[src/patch_pkg.sv]
package patch_pkg;

  // ****************************************
  // frame and window geometry
  // ****************************************
  localparam int win_size = 24;
  localparam int line_pixels = 64;
  localparam int frame_lines = 32;

  // row register plus its delay spans one line
  localparam int delay_depth = line_pixels - win_size;
  localparam int win_bits = win_size * win_size;

  // ****************************************
  // data types
  // ****************************************
  typedef logic [win_size-1:0] win_row_t;
  typedef logic [win_bits-1:0] window_t;

  typedef logic [$clog2(line_pixels)-1:0] col_t;
  typedef logic [$clog2(frame_lines)-1:0] line_t;

  // counts up to win_size and win_bits inclusive
  typedef logic [$clog2(win_size+1)-1:0] row_sum_t;
  typedef logic [$clog2(win_bits+1)-1:0] score_t;

  typedef enum logic [1:0] {
    st_fill,
    st_edge,
    st_scan
  } scan_state_t;

endpackage

[src/line_delay.sv]
module line_delay (
  input  logic clk,
  input  logic en,
  input  logic d,
  output logic q
);

  logic [patch_pkg::delay_depth-1:0] taps;

  // advances with the window rows, one stage per accepted pixel
  always_ff @(posedge clk)
  begin
    if (en)
    begin
      taps <= {taps[patch_pkg::delay_depth-2:0], d};
    end
  end

  // oldest pixel leaves here
  assign q = taps[patch_pkg::delay_depth-1];

endmodule

[src/patch_scan_top.sv]
module patch_scan_top (
  input  logic              clk,
  input  logic              rst,
  input  logic              pix,
  input  logic              pix_valid,
  output logic              pix_ready,
  output patch_pkg::score_t score,
  output logic              score_valid,
  input  logic              score_ready,
  output logic              frame_done
);

  patch_pkg::window_t window;
  logic               shift_en;
  logic               win_valid;
  logic               win_ready;
  logic               win_taken;

  // ****************************************
  // input handshake
  // ****************************************

  // never shift while a held window is still waiting
  assign pix_ready = !win_valid || win_ready;
  assign shift_en = pix_valid && pix_ready;
  assign win_taken = win_valid && win_ready;

  // ****************************************
  // datapath
  // ****************************************
  window_array u_window_array (
    .clk      (clk),
    .rst      (rst),
    .shift_en (shift_en),
    .pix      (pix),
    .window   (window)
  );

  scan_ctrl u_scan_ctrl (
    .clk        (clk),
    .rst        (rst),
    .shift_en   (shift_en),
    .win_valid  (win_valid),
    .win_taken  (win_taken),
    .frame_done (frame_done)
  );

  // scores leave two cycles after the window completes
  window_score u_window_score (
    .clk         (clk),
    .rst         (rst),
    .window      (window),
    .win_valid   (win_valid),
    .win_ready   (win_ready),
    .score       (score),
    .score_valid (score_valid),
    .score_ready (score_ready)
  );

endmodule

[src/scan_ctrl.sv]
module scan_ctrl (
  input  logic clk,
  input  logic rst,
  input  logic shift_en,
  output logic win_valid,
  input  logic win_taken,
  output logic frame_done
);

  patch_pkg::col_t        col;
  patch_pkg::line_t       line;
  patch_pkg::col_t        next_col;
  patch_pkg::line_t       next_line;
  patch_pkg::scan_state_t state;
  patch_pkg::scan_state_t next_state;
  logic                   last_col;
  logic                   last_line;

  assign last_col = (col == patch_pkg::col_t'(patch_pkg::line_pixels - 1));
  assign last_line = (line == patch_pkg::line_t'(patch_pkg::frame_lines - 1));

  // ****************************************
  // position of the next pixel
  // ****************************************
  always_comb
  begin
    next_col = col + patch_pkg::col_t'(1);
    next_line = line;
    if (last_col)
    begin
      next_col = '0;
      if (last_line)
        next_line = '0;
      else
        next_line = line + patch_pkg::line_t'(1);
    end

    // state describes the pixel that will be accepted next
    if (next_line < patch_pkg::line_t'(patch_pkg::win_size - 1))
      next_state = patch_pkg::st_fill;
    else if (next_col < patch_pkg::col_t'(patch_pkg::win_size - 1))
      next_state = patch_pkg::st_edge;
    else
      next_state = patch_pkg::st_scan;
  end

  always_ff @(posedge clk)
  begin
    if (rst)
    begin
      col <= '0;
      line <= '0;
      state <= patch_pkg::st_fill;
    end
    else if (shift_en)
    begin
      col <= next_col;
      line <= next_line;
      state <= next_state;
    end
  end

  // ****************************************
  // window valid and end of frame
  // ****************************************
  always_ff @(posedge clk)
  begin
    if (rst)
    begin
      win_valid <= 1'b0;
      frame_done <= 1'b0;
    end
    else
    begin
      // a new window may replace one taken in the same cycle
      if (shift_en && state == patch_pkg::st_scan)
        win_valid <= 1'b1;
      else if (win_taken)
        win_valid <= 1'b0;

      frame_done <= shift_en && last_col && last_line;
    end
  end

endmodule

[src/window_array.sv]
module window_array (
  input  logic               clk,
  input  logic               rst,
  input  logic               shift_en,
  input  logic               pix,
  output patch_pkg::window_t window
);

  // rows[0] holds the current line, rows[23] the oldest
  patch_pkg::win_row_t rows [patch_pkg::win_size];

  // serial input of each row
  logic row_in [patch_pkg::win_size];

  assign row_in[0] = pix;

  // ****************************************
  // row shift registers
  // ****************************************
  genvar r;
  generate
    for (r = 0; r < patch_pkg::win_size; r++)
    begin : g_row
      always_ff @(posedge clk)
      begin
        if (rst)
        begin
          rows[r] <= '0;
        end
        else if (shift_en)
        begin
          // new pixel enters at the top bit
          rows[r] <= {row_in[r], rows[r][patch_pkg::win_size-1:1]};
        end
      end

      assign window[r*patch_pkg::win_size +: patch_pkg::win_size] = rows[r];
    end
  endgenerate

  // ****************************************
  // line delays between rows
  // ****************************************
  genvar k;
  generate
    for (k = 0; k < patch_pkg::win_size - 1; k++)
    begin : g_delay
      line_delay u_line_delay (
        .clk (clk),
        .en  (shift_en),
        .d   (rows[k][0]),
        .q   (row_in[k+1])
      );
    end
  endgenerate

endmodule

[src/window_score.sv]
module window_score (
  input  logic               clk,
  input  logic               rst,
  input  patch_pkg::window_t window,
  input  logic               win_valid,
  output logic               win_ready,
  output patch_pkg::score_t  score,
  output logic               score_valid,
  input  logic               score_ready
);

  patch_pkg::row_sum_t row_cnt [patch_pkg::win_size];
  patch_pkg::row_sum_t s1_sum [patch_pkg::win_size];
  patch_pkg::score_t   total;
  logic                s1_valid;
  logic                s1_load;
  logic                s2_load;

  function automatic patch_pkg::row_sum_t row_count(input patch_pkg::win_row_t row);
    patch_pkg::row_sum_t n;
    n = '0;
    for (int i = 0; i < patch_pkg::win_size; i++)
    begin
      n = n + patch_pkg::row_sum_t'(row[i]);
    end
    return n;
  endfunction

  // a stage loads when empty or when drained this cycle
  assign s2_load = !score_valid || score_ready;
  assign s1_load = !s1_valid || s2_load;
  assign win_ready = s1_load;

  // ****************************************
  // stage 1, per-row counts
  // ****************************************
  always_comb
  begin
    for (int r = 0; r < patch_pkg::win_size; r++)
    begin
      row_cnt[r] = row_count(window[r*patch_pkg::win_size +: patch_pkg::win_size]);
    end
  end

  always_ff @(posedge clk)
  begin
    if (rst)
      s1_valid <= 1'b0;
    else if (s1_load)
      s1_valid <= win_valid;
  end

  always_ff @(posedge clk)
  begin
    if (s1_load && win_valid)
      s1_sum <= row_cnt;
  end

  // ****************************************
  // stage 2, window total
  // ****************************************
  always_comb
  begin
    total = '0;
    for (int r = 0; r < patch_pkg::win_size; r++)
    begin
      total = total + patch_pkg::score_t'(s1_sum[r]);
    end
  end

  always_ff @(posedge clk)
  begin
    if (rst)
      score_valid <= 1'b0;
    else if (s2_load)
      score_valid <= s1_valid;
  end

  always_ff @(posedge clk)
  begin
    if (s2_load && s1_valid)
      score <= total;
  end

endmodule
[config.mk]
export PLATFORM = sky130hd
export DESIGN_NAME = patch_scan_top
export DESIGN_NICKNAME = d
export VERILOG_FILES = /design/src/patch_pkg.sv /design/src/line_delay.sv /design/src/patch_scan_top.sv /design/src/scan_ctrl.sv /design/src/window_array.sv /design/src/window_score.sv
export SDC_FILE = /design/constraint.sdc
export NUM_CORES = 2
export LEC_CHECK = 0
export ABC_AREA = 1
export BUFFER_PORTS_ARGS = -buffer_cell sky130_fd_sc_hd__buf_2
export CORE_MARGIN = 3
export CORE_UTILIZATION = 50
export DETAILED_ROUTE_END_ITERATION = 8
export MAX_ROUTING_LAYER = met4
export PLACE_DENSITY = 0.76
export SLEW_MARGIN = 20
export SYNTH_ARGS = -nofsm -noshare
export SYNTH_HDL_FRONTEND = slang
export SYNTH_HIERARCHICAL = 1
export SYNTH_SLANG_ARGS = --single-unit
export TNS_END_PERCENT = 30
[constraint.sdc]
create_clock -name clk -period 48 [get_ports clk]
set_clock_uncertainty 0.15 [all_clocks]
set_input_delay 2.4 -clock clk [delete_from_list [all_inputs] [get_ports clk]]
set_output_delay 2.4 -clock clk [all_outputs]
set_load 0.02 [all_outputs]
* Word level (Yosys, flattened, before mapping)
Memories as Yosys holds them, arrays and structs flattened.
Index checks and enable logic that the tools add are counted.
Widths: inputs -> output; s select.
** Word-level totals
- ROM bits :: 0
- Input bits :: 5
- Latch bits :: 0
- Memory bits (writable) :: 576
- Register bits after elaboration :: 1067
- Memories :: 1
** Memories
- u_window_array.rows :: words 24, bits a word 24, rd ports 24, clocked after Yosys merged registers in 0, wr ports 24, RTL line window_array.sv:10 : patch_pkg::win_row_t rows [patch_pkg::win_size];
** Operators by class
- Divide/modulo/power cells :: 0
- Equal/unequal tests :: 3
- Multipliers :: 0
- Reductions and logical operators :: 13
- Mux-type cells :: 36
- $lt $le $gt $ge :: 2
- Shifts and indexed selects :: 0
- $add $sub $neg :: 577
- Bitwise gates (word level) :: 24
** Operators with widths (count)
- $add 5x1->5 :: 528
- $mux 24 :: 24
- $add 10x5->10 :: 22
- $add 1x1->2 :: 24
- $or 1x1->1 :: 24
- $mux 5 :: 2
- $mux 1 :: 7
- $add 5x5->6 :: 1
- $add 6x1->6 const B :: 1
- $eq 6x6->1 const B :: 1
- $logic_and 1x1->1 :: 6
- $lt 6x5->1 const B :: 1
- $mux 6 :: 1
- $add 5x1->5 const B :: 1
- $eq 5x5->1 const B :: 1
- $lt 5x5->1 const B :: 1
- $mux 2 :: 2
- $logic_not 1->1 :: 3
- $logic_or 1x1->1 :: 3
- $eq 2x2->1 const B :: 1
- $reduce_bool 2->1 :: 1

* Logic depth before layout (Yosys ltp)
An unclocked memory read counts as a cell.
- Word-level depth :: 24
- Gate-level depth with buffers :: 22
- Mapped depth without buffers :: 22

* By module
Netlist, hierarchy kept.
** By module, submodules not included
- line_delay :: cells an instance 40, area an instance 1201.2 um2, instances 23
- window_array :: cells an instance 1794, area an instance 22332.7 um2, instances 1
- window_score :: cells an instance 1797, area an instance 20552.2 um2, instances 1
- scan_ctrl :: cells an instance 127, area an instance 853.3 um2, instances 1
- patch_scan_top :: cells an instance 6, area an instance 27.5 um2, instances 1

* Worst setup path before layout
Ideal clock, no wire load.
- Kind :: in2reg
- Start :: in score_ready
- End :: mem u_window_array/rows[0][0] (netlist name), enable pin
- Stages on the path :: 5
- Required time :: 47.144 ns
- Path slack :: 11.058 ns
- Arrival :: 36.085 ns
- Path through :: inv_1 nand3_1 inv_1 a21oi_2 or2_2
** RTL lines
- start: declaration :: RTL line patch_scan_top.sv:9 : input logic score_ready,
- end: declaration :: RTL line window_array.sv:10

* Final worst setup path
- Start :: in score_ready
- End :: reg u_window_array/g_delay[7].u_line_delay/taps[1] (netlist name), enable pin
** Between the ends
- Cells in the longest elaborated chain, start to end :: 4
** RTL lines
- $logic_or 1x1->1 :: RTL line window_score.sv:30 : assign s2_load = !score_valid || score_ready;
- $logic_or 1x1->1 :: RTL line window_score.sv:31 : assign s1_load = !s1_valid || s2_load;
- net win_ready :: RTL line patch_scan_top.sv:16 : logic win_ready;
- $logic_or 1x1->1 :: RTL line patch_scan_top.sv:24 : assign pix_ready = !win_valid || win_ready;
- $logic_and 1x1->1 :: RTL line patch_scan_top.sv:25 : assign shift_en = pix_valid && pix_ready;
- net shift_en :: RTL line patch_scan_top.sv:14 : logic shift_en;
- end signal: assignment :: RTL line line_delay.sv:15 : taps <= {taps[patch_pkg::delay_depth-2:0], d};
- end: declaration :: RTL line line_delay.sv:8 : logic [patch_pkg::delay_depth-1:0] taps;
The timed path passes the listed nets, and every way through them passes these cells.
A chain may end at the register's enable or synchronous reset.

==> results.txt <==
outcome: finished, final reports clean
WL/cell: 15.5 µm
Slew @ Worst Pin: 1160 ps
post-CTS sizing: 0
worst path buffer plus inverter count: 7
synthesized net count: 5349
Tcrit/Tclk final: 14.2%
area post-placement: 73400 µm²
pin count of the biggest net entering global routing: 190
drt first pass iters: 7
GRT overflow: 0
Syn. warnings: 6
Seq/Total Area, Yosys: 68.9%
Syn Std Cell Area: 71400 µm²
P_leak: 32.1 nW
TritonCTS buffer count: 159
max-slew violations: 0
async set-reset flop share out of synthesis: 0%
fin cells: 6794
first-pass GRT wire length: 175 mm
die area: 147000 µm²
Vias per Instance: 4.66
post-route ant nets: 0
PwrDens: 48.6 nW/µm²
via count: 31700
top cell family by delay on the critical path: buffers and inverters
first-iteration detailed-routing DRC count: 2351
fmax: 147 MHz
dpl hpwl: 67.2 mm
Reg2Reg Setup Slack: 42190 ps
dpl cells: 6506
critical path's largest stage delay: 920 ps
DRT Wirelength: 106 mm
distinct cell type count of the synthesized netlist: 30
Die H: 384 µm
mean post-synth cell area: 15.4 µm²
crit path kind: in2reg
Cells after Synth: 4644
Worst Setup End Kind: flip-flop
cell area after layout: 78700 µm²
Peak VDD IR: 0.0379 mV
Remaining DRCs: 0
CTS sink cnt: 1643
Final Wtd Congestion: 0.797
CTS tree: yes
number of H-tree levels: 4
n_diodes: 0
commonest non-fill, non-tap cell in the layout: edfxtp_1
share of layout cells above drive strength 1: 5.81%
clock buffer depth: 3
Finished Core Util: 55.6%
total of max-cap violations: 0
share of the synthesized area in the top cell type: 68.4%
top_reg_cell synth: edfxtp_1
HP Class: reg2reg
clock-pin slew on the worst setup and hold paths: 60 ps
post-synth top area cell: edfxtp_1
setup TNS: 0 ps
most frequent cells in the layout: edfxtp_1, inv_1, nor2_1
vias in the first global route: 33000
fin crit period: 6820 ps
max_slew headroom: 22.6%
CP required: 48250 ps
Slowest-stage cell, CP: buf_4
Row Count: 138
Hold Violations, Final: 0
Final setup viols: 0
worst-path fanout max: 189
Critical Path AT: 7070 ps
number of synthesized flops with an enable pin: 1626
CP Cell Sequence: buf_2 -> inv_1 -> nand3_1 -> inv_1 -> a21oi_4 -> buf_12 -> buf_12 -> buf_4 -> buf_4
hold slack: 247 ps
initial antenna violation count: 3
IO Count: 18
Area Overhead vs Synth: 10.2%
I/O Buffers: 17
nets: 5482
CP Launch Type: input pin
root buffer cell: clkbuf_16
Synth Register Bits: 1643
setup bufs post-CTS: 0
area of the core: 142000 µm²
ranking of synthesized cells by area: edfxtp_1, fa_1, inv_1
initial core utilization: 50.4%
clock latency on the worst-skew pair: 790 ps
gr usage total: 15.5%
RSZ-0062 raised after global routing: false
Die X: 384 µm
# hold bufs at CTS: 0
==> power by group <==
group	leakage, nW	switching, mW	internal [mW]
logic	12.8	0.474	0.326
clock network	2.56	0.533	0.730
registers	16.8	0.0377	1.72
total	32.1	1.04	2.78
==> worst paths after layout <==
check / from / to / cells past startpoint
setup / recovery: score_ready / u_window_array/g_delay[7].u_line_delay/taps[1] / 9
hold / removal: u_window_array/g_delay[7].u_line_delay/taps[38] / u_window_array/g_delay[7].u_line_delay/taps[39] / 0
setup reg to reg: u_window_score/s1_sum[3] / u_window_score/score[9] / 17
hold reg to reg: u_window_array/g_delay[7].u_line_delay/taps[38] / u_window_array/g_delay[7].u_line_delay/taps[39] / 0
==> cell usage after synthesis, types with 3 or more instances <==
master       n
inv_1     1345
xor2_1      37
buf_6       60
a21oi_1     64
o21ai_0     28
xnor2_1     17
nand2_2      3
fa_1       514
nand3_1     41
nand3_2      4
ha_1       186
buf_2        4
edfxtp_1  1626
nand2_1     93
nor2_1     591
dfxtp_1     17
==> layer usage <==
layer | wire, µm | GRT usage (%) | part of all wire (%)
met2 | 48200 | 22.2 | 46
met1 | 50100 | 22.8 | 47
met3 | 4980 | 3.05 | 4.7
met4 | 2260 | 4.58 | 2.1
met5 | 0 | - | 0
==> cell type report <==
| type | count | area (µm²) |
|---|---|---|
| well taps | 1890 | 2360 |
| flip-flops and latches | 1643 | 49200 |
| clock inverters | 103 | 1240 |
| repair buffers | 38 | 288 |
| clock buffers | 185 | 4090 |
| inverters | 1347 | 5060 |
| fillers | 10800 | 62900 |
| multi-input cells | 1588 | 16500 |
==> per-stage QoR <==
step,power [mW],worst slack [ps]
2_1_floorplan,2.40,11060
3_5_place_dp,2.59,40250
4_1_cts,3.88,41160
5_1_grt,4.05,40750
3_3_place_gp,2.56,40430
6_report,3.82,41180
==> registers in the layout (all words and copies together), names as in the netlist <==
signal and count:
u_window_score/s1_valid 1, u_window_score/score_valid 1, u_scan_ctrl/line 5, u_window_array/g_delay.u_line_delay/taps 920, u_window_score/score 10, u_scan_ctrl/col 6
u_window_array/rows 576, u_scan_ctrl/state 2, u_scan_ctrl/win_valid 1, u_scan_ctrl/frame_done 1, u_window_score/s1_sum 120
==> cell families after synthesis <==
group | count (synthesis) | synth area share, %
fa+ha+maj | 700 | 17.7
simple gates | 738 | 4.03
compound gates | 96 | 0.691
flops | 1643 | 68.9
xor+xnor | 54 | 0.662
buf+inv | 1413 | 8.07
(Power assumes the default switching activity.)
